### config.mk
export PLATFORM = sky130hd
export DESIGN_NAME = rapcore_top
export DESIGN_NICKNAME = d
export VERILOG_FILES = /design/src/design/rap_motor_pkg.sv /design/src/design/rap_reg_pkg.sv /design/src/design/rapcore_top.sv /design/src/design/quad_encoder.sv /design/src/design/microstep_sequencer.sv /design/src/design/motor_config_regs.sv /design/src/design/spi_command_port.sv
export SDC_FILE = /design/constraint.sdc
export NUM_CORES = 1
export LEC_CHECK = 0
export ABC_CLOCK_PERIOD_IN_PS = 10500
export BUFFER_PORTS_ARGS = -buffer_cell sky130_fd_sc_hd__clkbuf_2
export CORE_UTILIZATION = 26
export DETAILED_ROUTE_END_ITERATION = 6
export HOLD_SLACK_MARGIN = 0.02
export PLACE_DENSITY_LB_ADDON = 0.25
export RECOVER_POWER = 100
export SLEW_MARGIN = 20
export SYNTH_ARGS = -nofsm -noshare
export SYNTH_HDL_FRONTEND = slang
export SYNTH_SLANG_ARGS = --single-unit
### constraint.sdc
create_clock -name CLK -period 10.5 [get_ports CLK]
set_clock_uncertainty 0.2 [all_clocks]
set_input_delay 2.1 -clock CLK [delete_from_list [all_inputs] [get_ports CLK]]
set_output_delay 2.1 -clock CLK [all_outputs]
set_load 0.05 [all_outputs]
### src/design/rap_motor_pkg.sv
package rap_motor_pkg;

  // Electrical position, four full steps per cycle
  localparam int POS_BITS    = 8;
  localparam int OFFSET_BITS = 6;    // Position within one full step

  localparam int MICROSTEP_BITS = 3;
  localparam logic [MICROSTEP_BITS-1:0] MAX_MICROSTEP_SHIFT = 3'd6;

  localparam int PWM_BITS     = 8;   // Chopper period of 256 CLK
  localparam int AMP_BITS     = 7;   // Coil magnitude 0..64
  localparam int CURRENT_BITS = 8;
  localparam int ENC_BITS     = 32;

  // Position increment of one full step at microstep setting 0
  localparam logic [POS_BITS-1:0] FULL_STEP = 8'd64;
  // Peak coil magnitude
  localparam logic [AMP_BITS-1:0] AMP_FULL = 7'd64;

  // Electrical quadrants, top two position bits
  typedef enum logic [1:0] {
    Q0 = 2'd0,
    Q1 = 2'd1,
    Q2 = 2'd2,
    Q3 = 2'd3
  } quadrant_e;

endpackage

### src/design/rap_reg_pkg.sv
package rap_reg_pkg;

  // Frame layout, opcode first and then the data word, both MSB first
  localparam int OPCODE_BITS = 8;
  localparam int DATA_BITS   = 32;

  // Width of the frame bit counter, large enough for the data word
  localparam int FRAME_CNT_BITS = $clog2(DATA_BITS);

  // SPI command set
  typedef enum logic [OPCODE_BITS-1:0] {
    OP_NOP              = 8'h00,
    OP_WRITE_CURRENT    = 8'h10,
    OP_WRITE_MICROSTEPS = 8'h11,
    OP_WRITE_ENABLE     = 8'h12,
    OP_CLEAR_ENCODER    = 8'h13, // Also clears the encoder fault
    OP_READ_ENCODER     = 8'h20,
    OP_READ_POSITION    = 8'h21
  } spi_opcode_e;

endpackage
### src/design/rapcore_top.sv
`timescale 1ns/1ps

module rapcore_top (
  input  logic CLK,
  input  logic reset,
  input  logic SCK,
  input  logic CS,
  input  logic COPI,
  input  logic step_in,
  input  logic dir_in,
  input  logic enc_a,
  input  logic enc_b,
  output logic CIPO,
  output logic phase_a1,
  output logic phase_a2,
  output logic phase_b1,
  output logic phase_b2,
  output logic encoder_fault
);

  logic                                          wr_en;
  rap_reg_pkg::spi_opcode_e                      wr_opcode;
  logic [rap_reg_pkg::DATA_BITS-1:0]             wr_data;
  logic [rap_motor_pkg::CURRENT_BITS-1:0]        current;
  logic [rap_motor_pkg::MICROSTEP_BITS-1:0]      microsteps;
  logic                                          enable;
  logic                                          enc_clear;
  logic [rap_motor_pkg::POS_BITS-1:0]            position;
  logic signed [rap_motor_pkg::ENC_BITS-1:0]     encoder_count;

  spi_command_port u_spi (
    .CLK           (CLK),
    .reset         (reset),
    .SCK           (SCK),
    .CS            (CS),
    .COPI          (COPI),
    .encoder_count (encoder_count),
    .position      (position),
    .CIPO          (CIPO),
    .wr_en         (wr_en),
    .wr_opcode     (wr_opcode),
    .wr_data       (wr_data)
  );

  motor_config_regs u_regs (
    .CLK        (CLK),
    .reset      (reset),
    .wr_en      (wr_en),
    .wr_opcode  (wr_opcode),
    .wr_data    (wr_data),
    .current    (current),
    .microsteps (microsteps),
    .enable     (enable),
    .enc_clear  (enc_clear)
  );

  microstep_sequencer u_seq (
    .CLK        (CLK),
    .reset      (reset),
    .step_in    (step_in),
    .dir_in     (dir_in),
    .current    (current),
    .microsteps (microsteps),
    .enable     (enable),
    .position   (position),
    .phase_a1   (phase_a1),
    .phase_a2   (phase_a2),
    .phase_b1   (phase_b1),
    .phase_b2   (phase_b2)
  );

  quad_encoder u_enc (
    .CLK           (CLK),
    .reset         (reset),
    .enc_a         (enc_a),
    .enc_b         (enc_b),
    .enc_clear     (enc_clear),
    .encoder_count (encoder_count),
    .encoder_fault (encoder_fault)
  );

endmodule

### src/design/quad_encoder.sv
`timescale 1ns/1ps

module quad_encoder (
  input  logic                                        CLK,
  input  logic                                        reset,
  input  logic                                        enc_a,
  input  logic                                        enc_b,
  input  logic                                        enc_clear,
  output logic signed [rap_motor_pkg::ENC_BITS-1:0]   encoder_count,
  output logic                                        encoder_fault
);

  // AB pairs packed as {a, b}
  logic [1:0] ab_meta;
  logic [1:0] ab_sync;  // Second stage doubles as the previous state
  logic       a_changed;
  logic       b_changed;
  logic       count_up;

  assign a_changed = ab_meta[1] ^ ab_sync[1];
  assign b_changed = ab_meta[0] ^ ab_sync[0];

  // A leading B gives new A differing from old B
  assign count_up = ab_meta[1] ^ ab_sync[0];

  always_ff @(posedge CLK) begin
    if (reset) begin
      ab_meta       <= '0;
      ab_sync       <= '0;
      encoder_count <= '0;
      encoder_fault <= 1'b0;
    end else begin
      ab_meta <= {enc_a, enc_b};
      ab_sync <= ab_meta;
      if (enc_clear) begin
        encoder_count <= '0;
        encoder_fault <= 1'b0;
      end else if (a_changed && b_changed) begin
        encoder_fault <= 1'b1;  // Sticky until cleared
      end else if (a_changed || b_changed) begin
        if (count_up) begin
          encoder_count <= encoder_count + 1'b1;
        end else begin
          encoder_count <= encoder_count - 1'b1;
        end
      end
    end
  end

endmodule

### src/design/microstep_sequencer.sv
`timescale 1ns/1ps

module microstep_sequencer (
  input  logic                                        CLK,
  input  logic                                        reset,
  input  logic                                        step_in,
  input  logic                                        dir_in,
  input  logic [rap_motor_pkg::CURRENT_BITS-1:0]      current,
  input  logic [rap_motor_pkg::MICROSTEP_BITS-1:0]    microsteps,
  input  logic                                        enable,
  output logic [rap_motor_pkg::POS_BITS-1:0]          position,
  output logic                                        phase_a1,
  output logic                                        phase_a2,
  output logic                                        phase_b1,
  output logic                                        phase_b2
);

  localparam int PROD_BITS = rap_motor_pkg::AMP_BITS + rap_motor_pkg::CURRENT_BITS;

  logic [2:0] step_sync;  // Two sync stages plus edge history
  logic [1:0] dir_sync;
  logic       step_pulse;
  logic       step_up;
  logic [rap_motor_pkg::POS_BITS-1:0]    step_size;
  rap_motor_pkg::quadrant_e              quadrant;
  logic [rap_motor_pkg::OFFSET_BITS-1:0] offset;
  logic [rap_motor_pkg::AMP_BITS-1:0]    mag_a;
  logic [rap_motor_pkg::AMP_BITS-1:0]    mag_b;
  logic [PROD_BITS-1:0]                  prod_a;
  logic [PROD_BITS-1:0]                  prod_b;
  logic [rap_motor_pkg::PWM_BITS-1:0]    duty_a;
  logic [rap_motor_pkg::PWM_BITS-1:0]    duty_b;
  logic [rap_motor_pkg::PWM_BITS-1:0]    pwm_cnt;
  logic                                  a_positive;
  logic                                  b_positive;
  logic                                  a_on;
  logic                                  b_on;

  assign step_size = rap_motor_pkg::FULL_STEP >> microsteps;

  always_ff @(posedge CLK) begin
    if (reset) begin
      step_sync  <= '0;
      dir_sync   <= '0;
      step_pulse <= 1'b0;
      step_up    <= 1'b0;
      position   <= '0;
    end else begin
      step_sync  <= {step_sync[1:0], step_in};
      dir_sync   <= {dir_sync[0], dir_in};
      step_pulse <= step_sync[1] & ~step_sync[2];
      step_up    <= dir_sync[1];
      // Counts regardless of enable, wraps modulo 256
      if (step_pulse) begin
        position <= step_up ? position + step_size : position - step_size;
      end
    end
  end

  assign quadrant = rap_motor_pkg::quadrant_e'(position[rap_motor_pkg::POS_BITS-1 -: 2]);
  assign offset   = position[rap_motor_pkg::OFFSET_BITS-1:0];

  always_comb begin
    case (quadrant)
      rap_motor_pkg::Q0, rap_motor_pkg::Q2: mag_a = rap_motor_pkg::AMP_FULL - {1'b0, offset};
      default:                              mag_a = {1'b0, offset};
    endcase
  end
  assign mag_b = rap_motor_pkg::AMP_FULL - mag_a;  // Coils in quadrature

  assign a_positive = (quadrant == rap_motor_pkg::Q0) || (quadrant == rap_motor_pkg::Q3);
  assign b_positive = (quadrant == rap_motor_pkg::Q0) || (quadrant == rap_motor_pkg::Q1);

  // Scale by current, 64 is full magnitude
  assign prod_a = mag_a * current;
  assign prod_b = mag_b * current;
  assign duty_a = prod_a[rap_motor_pkg::OFFSET_BITS +: rap_motor_pkg::PWM_BITS];
  assign duty_b = prod_b[rap_motor_pkg::OFFSET_BITS +: rap_motor_pkg::PWM_BITS];

  assign a_on = enable && (pwm_cnt < duty_a);
  assign b_on = enable && (pwm_cnt < duty_b);

  always_ff @(posedge CLK) begin
    if (reset) begin
      pwm_cnt  <= '0;
      phase_a1 <= 1'b0;
      phase_a2 <= 1'b0;
      phase_b1 <= 1'b0;
      phase_b2 <= 1'b0;
    end else begin
      pwm_cnt  <= pwm_cnt + 1'b1;  // Free running
      phase_a1 <= a_on & a_positive;
      phase_a2 <= a_on & ~a_positive;
      phase_b1 <= b_on & b_positive;
      phase_b2 <= b_on & ~b_positive;
    end
  end

endmodule

### src/design/motor_config_regs.sv
`timescale 1ns/1ps

module motor_config_regs (
  input  logic                                          CLK,
  input  logic                                          reset,
  input  logic                                          wr_en,
  input  rap_reg_pkg::spi_opcode_e                      wr_opcode,
  input  logic [rap_reg_pkg::DATA_BITS-1:0]             wr_data,
  output logic [rap_motor_pkg::CURRENT_BITS-1:0]        current,
  output logic [rap_motor_pkg::MICROSTEP_BITS-1:0]      microsteps,
  output logic                                          enable,
  output logic                                          enc_clear
);

  logic microstep_too_big;

  // Settings beyond the finest resolution saturate
  assign microstep_too_big = wr_data > rap_reg_pkg::DATA_BITS'(rap_motor_pkg::MAX_MICROSTEP_SHIFT);

  always_ff @(posedge CLK) begin
    if (reset) begin
      current    <= '0;
      microsteps <= '0;
      enable     <= 1'b0;
      enc_clear  <= 1'b0;
    end else begin
      enc_clear <= 1'b0;  // Single-cycle pulse
      if (wr_en) begin
        case (wr_opcode)
          rap_reg_pkg::OP_WRITE_CURRENT: begin
            current <= wr_data[rap_motor_pkg::CURRENT_BITS-1:0];
          end
          rap_reg_pkg::OP_WRITE_MICROSTEPS: begin
            if (microstep_too_big) begin
              microsteps <= rap_motor_pkg::MAX_MICROSTEP_SHIFT;
            end else begin
              microsteps <= wr_data[rap_motor_pkg::MICROSTEP_BITS-1:0];
            end
          end
          rap_reg_pkg::OP_WRITE_ENABLE: begin
            enable <= wr_data[0];
          end
          rap_reg_pkg::OP_CLEAR_ENCODER: begin
            enc_clear <= 1'b1;
          end
          default: begin
            // NOP and unknown codes leave the registers alone
          end
        endcase
      end
    end
  end

endmodule

### src/design/spi_command_port.sv
`timescale 1ns/1ps

module spi_command_port (
  input  logic                                       CLK,
  input  logic                                       reset,
  input  logic                                       SCK,
  input  logic                                       CS,
  input  logic                                       COPI,
  input  logic signed [rap_motor_pkg::ENC_BITS-1:0]  encoder_count,
  input  logic        [rap_motor_pkg::POS_BITS-1:0]  position,
  output logic                                       CIPO,
  output logic                                       wr_en,
  output rap_reg_pkg::spi_opcode_e                   wr_opcode,
  output logic        [rap_reg_pkg::DATA_BITS-1:0]   wr_data
);

  typedef enum logic [1:0] {IDLE, OPCODE, DATA} state_e;

  logic [2:0] sck_sync;   // Two sync stages plus edge history
  logic [1:0] cs_sync;
  logic [1:0] copi_sync;
  logic       sck_rise;
  logic       sck_fall;
  logic       copi_bit;
  logic       cs_active;

  state_e                                        state;
  logic [rap_reg_pkg::FRAME_CNT_BITS-1:0]        bit_cnt;
  logic [rap_reg_pkg::OPCODE_BITS-1:0]           op_shift;
  logic [rap_reg_pkg::OPCODE_BITS-1:0]           op_word;
  rap_reg_pkg::spi_opcode_e                      opcode;
  logic [rap_reg_pkg::DATA_BITS-1:0]             rx_shift;
  logic [rap_reg_pkg::DATA_BITS-1:0]             tx_shift;
  logic [rap_reg_pkg::DATA_BITS-1:0]             rd_word;
  logic                                          op_is_read;
  logic                                          opcode_done;
  logic                                          frame_done;
  logic                                          rd_capture;
  logic                                          cipo_q;

  assign sck_rise  = sck_sync[1] & ~sck_sync[2];
  assign sck_fall  = ~sck_sync[1] & sck_sync[2];
  assign copi_bit  = copi_sync[1];
  assign cs_active = ~cs_sync[1];

  assign op_word    = {op_shift[rap_reg_pkg::OPCODE_BITS-2:0], copi_bit};
  assign op_is_read = (op_word == rap_reg_pkg::OP_READ_ENCODER) ||
                      (op_word == rap_reg_pkg::OP_READ_POSITION);

  assign opcode_done = (state == OPCODE) && sck_rise &&
                       (bit_cnt == rap_reg_pkg::OPCODE_BITS - 1);
  assign frame_done  = (state == DATA) && sck_rise &&
                       (bit_cnt == rap_reg_pkg::DATA_BITS - 1);

  // Position is zero-extended into the data word
  always_comb begin
    if (opcode == rap_reg_pkg::OP_READ_POSITION) begin
      rd_word = {{(rap_reg_pkg::DATA_BITS - rap_motor_pkg::POS_BITS){1'b0}}, position};
    end else begin
      rd_word = encoder_count;
    end
  end

  always_ff @(posedge CLK) begin
    if (reset) begin
      sck_sync  <= '0;
      cs_sync   <= '1;  // Deselected
      copi_sync <= '0;
    end else begin
      sck_sync  <= {sck_sync[1:0], SCK};
      cs_sync   <= {cs_sync[0], CS};
      copi_sync <= {copi_sync[0], COPI};
    end
  end

  always_ff @(posedge CLK) begin
    if (reset) begin
      state      <= IDLE;
      bit_cnt    <= '0;
      rd_capture <= 1'b0;
      wr_en      <= 1'b0;
      cipo_q     <= 1'b0;
    end else begin
      rd_capture <= 1'b0;
      wr_en      <= 1'b0;
      if (!cs_active) begin
        // Partial frame is dropped here
        state   <= IDLE;
        bit_cnt <= '0;
        cipo_q  <= 1'b0;
      end else begin
        case (state)
          IDLE: state <= OPCODE;
          OPCODE: begin
            if (opcode_done) begin
              bit_cnt    <= '0;
              state      <= DATA;
              rd_capture <= op_is_read;
            end else if (sck_rise) begin
              bit_cnt <= bit_cnt + 1'b1;
            end
          end
          DATA: begin
            if (sck_fall) cipo_q <= tx_shift[rap_reg_pkg::DATA_BITS-1];
            if (frame_done) begin
              bit_cnt <= '0;
              state   <= OPCODE;  // Back-to-back frames under one CS
              wr_en   <= (opcode != rap_reg_pkg::OP_NOP) &&
                         (opcode != rap_reg_pkg::OP_READ_ENCODER) &&
                         (opcode != rap_reg_pkg::OP_READ_POSITION);
            end else if (sck_rise) begin
              bit_cnt <= bit_cnt + 1'b1;
            end
          end
          default: state <= IDLE;
        endcase
      end
    end
  end

  // Shift registers and the write word
  always_ff @(posedge CLK) begin
    if (state == OPCODE && sck_rise) op_shift <= op_word;
    if (opcode_done) begin
      opcode   <= rap_reg_pkg::spi_opcode_e'(op_word);
      tx_shift <= '0;                  // Writes answer with zeros
    end else if (rd_capture) begin
      tx_shift <= rd_word;
    end else if (state == DATA && sck_fall) begin
      tx_shift <= tx_shift << 1;
    end
    if (state == DATA && sck_rise) begin
      rx_shift <= {rx_shift[rap_reg_pkg::DATA_BITS-2:0], copi_bit};
    end
    if (frame_done) begin
      wr_opcode <= opcode;
      wr_data   <= {rx_shift[rap_reg_pkg::DATA_BITS-2:0], copi_bit};
    end
  end

  assign CIPO = cipo_q & ~CS;

endmodule

==> results list <==
- Run status: finished, violations left
- The final reports fail on capacitance limit, slew limit.
- Antenna-violating nets left: 0
- The min-delay analysis places its worst path in the category flop to flop.
- Most instantiated cells after synthesis: sky130_fd_sc_hd__nand2_1, sky130_fd_sc_hd__dfxtp_1, sky130_fd_sc_hd__ha_1, sky130_fd_sc_hd__nor2_1, sky130_fd_sc_hd__inv_1
- Together, buffers and inverters on the worst path number 5.
* Area of the die: 52000 um2
* Required time at the endpoint of the critical path: 10.79 ns
* Wire length per cell after detailed routing: 14.0 um
* Total number of nets in the final design: 1578
- Initial core utilization: 26.4%
- In this run, the number of DRC markers left after iteration 0 of detailed routing was 464.
- Counting stages on the worst path, the most repeated cell is sky130_fd_sc_hd__inv_1.
- The critical path is of the flop to flop type.
- The tree is rooted in a sky130_fd_sc_hd__clkbuf_16.
- Number of remaining DRC errors: 0
* Crit path max fanout: 14
- Synthesis produced a netlist with a net count of 1576.
- On the critical path the largest part of the delay comes from adder cells.
- Yosys instantiated no cell more often than sky130_fd_sc_hd__nand2_1.
- Counting along the longest clock path gives a buffer depth of 3.
* Number of enable-type register cells in the synthesized netlist: 86
* First-pass GRT wire length: 49600 um
* Max stage delay on crit path: 0.71 ns
* Fraction of layout instances using a drive strength above 1: 5.46%
- Global routing used 11.5% of the available tracks across all layers.
- For hold timing, the worst endpoint is u_seq.step_pulse.
- Total congestion overflow: 0
- Summing internal, switching and leakage power gives 2540 uW.
* Vias in the first global route: 9648
- Final estimated routing congestion in global placement: 0.814
* Post-synthesis average cell area: 9.57 um2
- Post_cts resized: 0
- Setup slack on the worst reg-to-reg path comes out at 1.85 ns.
* Count of mapped cells out of synthesis: 1389
- Max-cap violations in this run came to 4.
- Post-Syn Area: 13300 um2
- VDD sags by at most 0.109 mV.
- In this run the most critical hold path is launched from u_seq.step_sync[2].
- Detailed placement ended at an HPWL of 20500 um.
- Counting flops and latches in the post-synthesis netlist gives 212.
- Setup repair after global routing left no endpoint under its margin.
- The worst register-to-register path begins at u_seq.position[0].
- TritonCTS clock tree: done
- Ranked by total cell area, the synthesized netlist is headed by sky130_fd_sc_hd__edfxtp_1, sky130_fd_sc_hd__dfxtp_1, sky130_fd_sc_hd__ha_1, sky130_fd_sc_hd__fa_1, sky130_fd_sc_hd__nand2_1.
- Htree depth: 1
* Cell taking the most area after synthesis: sky130_fd_sc_hd__edfxtp_1
- Final number of max-transition violations: 162
* Endpoint of the lowest-slack register-to-register path: u_seq.phase_b2
- Register area share after synthesis: 38.4%
- Drt total wl: 29200 um
- In this run the post-CTS setup repair buffer count came out at 0.
- Synthesis-to-finish area growth: 12.3%
- Max_slew headroom: -69.7%
- Horiz. Die Dim: 228 um
* Highest-delay cell along the critical path: sky130_fd_sc_hd__xnor2_1
* TritonCTS Buffers: 26
* Transition time at the pin with the least slew margin: 2.54 ns
- The layout has 5346 filler cells.
* Average via count per standard cell: 4.60
* Count of hold-fix buffers inserted at cts: 0
- In this run the biggest area consumer among cell types represents 19.4% of the synthesized area.
* Endpoint type of the worst setup path: flop
- Summed over all failing endpoints, the final setup total negative slack is 0 ns.
* I/O pins: 15
* Port Buf Inserts: 14
- # rows: 82
- Fin crit period: 8.65 ns
* Crit start category: flop
* Fmax: 116 MHz
- Antenna violations before repair: 0
- The hold violation total from the final report is 0.
* Finish-stage setup viols: 0
* Count of cell types in the netlist: 70
* Clk pin slew, worst setup/hold paths: 0.07 ns
- Leakage dissipation: 0.00617 uW
* DRT Pass-1 Iters: 7
* Core region area: 50300 um2
* Total placed instance area: 14100 um2
* Fraction of registers with async set/reset: 0%
- For the worst flop-to-flop path, the logic depth is 29.
* Synth Warn #: 0
- Entering global routing, the biggest net connects 65 pins.
- Insertion delay of the later-clocked pin in the worst-skew pair: 0.56 ns
- The die is 228 um tall.
- Number of antenna cells inserted: 0
- Along the worst hold path, the cell count comes to 1.
- The finished cells cover 14900 um2.
* Number of vias in the routed layout: 9592
- In the synthesized netlist the dominant register cell turns out to be sky130_fd_sc_hd__dfxtp_1.
- Period Utilization, post-route: 82.4%
- For this design, the sink count on the clock tree is 212.
- Data on the critical path arrives at its endpoint at 8.94 ns.
* Power per cell area: 170 nW/um2
-- worst reg2reg max path: cells and delay by family (launching register included) --
family | cells | cell delay, ns
adders and majority gates | 7 | 2.94
AOI/OAI and AO/OA | 8 | 1.91
and+or+nand+nor | 7 | 1.32
xor gates and xnor gates | 2 | 1.22
DFF | 1 | 0.60
buffers and inverters | 5 | 0.40
-- placed cells by master (no fill, tap or decap), types with 10 or more instances in the layout --
cell                        netlist  routed
sky130_fd_sc_hd__nor3_1          30      31
sky130_fd_sc_hd__a211oi_1        24      24
sky130_fd_sc_hd__a31oi_1         30      30
sky130_fd_sc_hd__xor2_1          26      26
sky130_fd_sc_hd__mux2i_1         34      34
sky130_fd_sc_hd__inv_1          103     103
sky130_fd_sc_hd__nand2_1        151     151
sky130_fd_sc_hd__nor2_1         120     120
sky130_fd_sc_hd__clkbuf_1        47      18
sky130_fd_sc_hd__xnor2_1         34      34
sky130_fd_sc_hd__and3_1          10      10
sky130_fd_sc_hd__fa_1            56      56
sky130_fd_sc_hd__dfxtp_1        126     125
sky130_fd_sc_hd__edfxtp_1        86      86
sky130_fd_sc_hd__a21o_1          14      14
sky130_fd_sc_hd__o21ai_0         28      28
sky130_fd_sc_hd__ha_1           122     122
sky130_fd_sc_hd__or3_1           15      15
sky130_fd_sc_hd__nand2b_1        14      14
sky130_fd_sc_hd__nor2b_1         34      34
sky130_fd_sc_hd__a21oi_1         80      80
sky130_fd_sc_hd__o21a_1          12      12
sky130_fd_sc_hd__or2_2           11      11
sky130_fd_sc_hd__clkbuf_16        0      26
sky130_fd_sc_hd__nand3_1         24      24
sky130_fd_sc_hd__and2_1          44      44
-- final cells by class --
class	instances	area [um2]	area share, %
Tap cell	672	841	5.64
Multi-Input combinational cell	1020	7580	50.8
Clock inverter	16	190	1.27
Inverter	104	390	2.62
Sequential cell	212	5110	34.2
Clock buffer	32	673	4.51
Timing Repair Buffer	27	138	0.922
-- stage by stage --
step	util (%)	hold slack (ns)	setup slack [ns]	std cells
6_report	29.7	0.191	1.85	2083
5_1_grt	29.7	0.192	1.25	2083
4_1_cts	29.8	0.185	1.84	2083
3_5_place_dp	28.0	0.176	1.85	2035
3_3_place_gp	28.0	0.182	2.01	2035
2_1_floorplan	-	0.167	2.67	1389
-- how the worst max path moves through the flow --
stage                           start        endpoint  slack (ns)  cells after the start
detailed placement  u_seq.position[0]  u_seq.phase_b2        1.85                     29
CTS                 u_seq.position[0]  u_seq.phase_b2        1.84                     28
global placement    u_seq.position[0]  u_seq.phase_b2        2.01                     29
floorplan           u_seq.position[0]  u_seq.phase_b2        2.67                     31
finish              u_seq.position[0]  u_seq.phase_b2        1.85                     29
global route        u_seq.position[0]  u_seq.phase_b2        1.25                     28
-- cell families (layout without fill, tap and decap cells) --
kind of cell,after synthesis,count (layout),share of synthesized area [%]
AND/OR/NAND/NOR,503,503,18.6
flip-flops,212,212,38.4
adder cells (fa/ha/maj),178,178,19.9
AO/OA/AOI/OAI,245,245,12.1
multiplexers,34,34,2.56
buffers and inverters,157,179,4.44
XOR/XNOR,60,60,3.96
-- per-layer routing --
metal / GRT usage (%) / up-vias / wire [um]
met5: 0 / - / 0
met4: 2.39 / 0 / 547
met3: 2.03 / 38 / 949
met2: 19.5 / 107 / 13600
met1: 15.1 / 4603 / 14200
li1: - / 4844 / -
-- sequential cells by signal, indices dropped and copies added, names as in the netlist, 5 cells and up --
signal	flops
u_spi.wr_data	32
u_spi.wr_opcode	8
u_enc.encoder_count	32
u_spi.opcode	8
u_spi.rx_shift	31
u_spi.tx_shift	32
u_spi.bit_cnt	5
u_regs.current	8
u_spi.op_shift	7
u_seq.pwm_cnt	8
u_seq.position	8
-- power breakdown --
group | total, uW | switching, uW | internal [uW]
combinational | 666 | 375 | 291
sequential | 961 | 54.5 | 907
clock | 915 | 381 | 535
total | 2540 | 810 | 1730
Note: power is estimated with default switching activity, not from simulation.
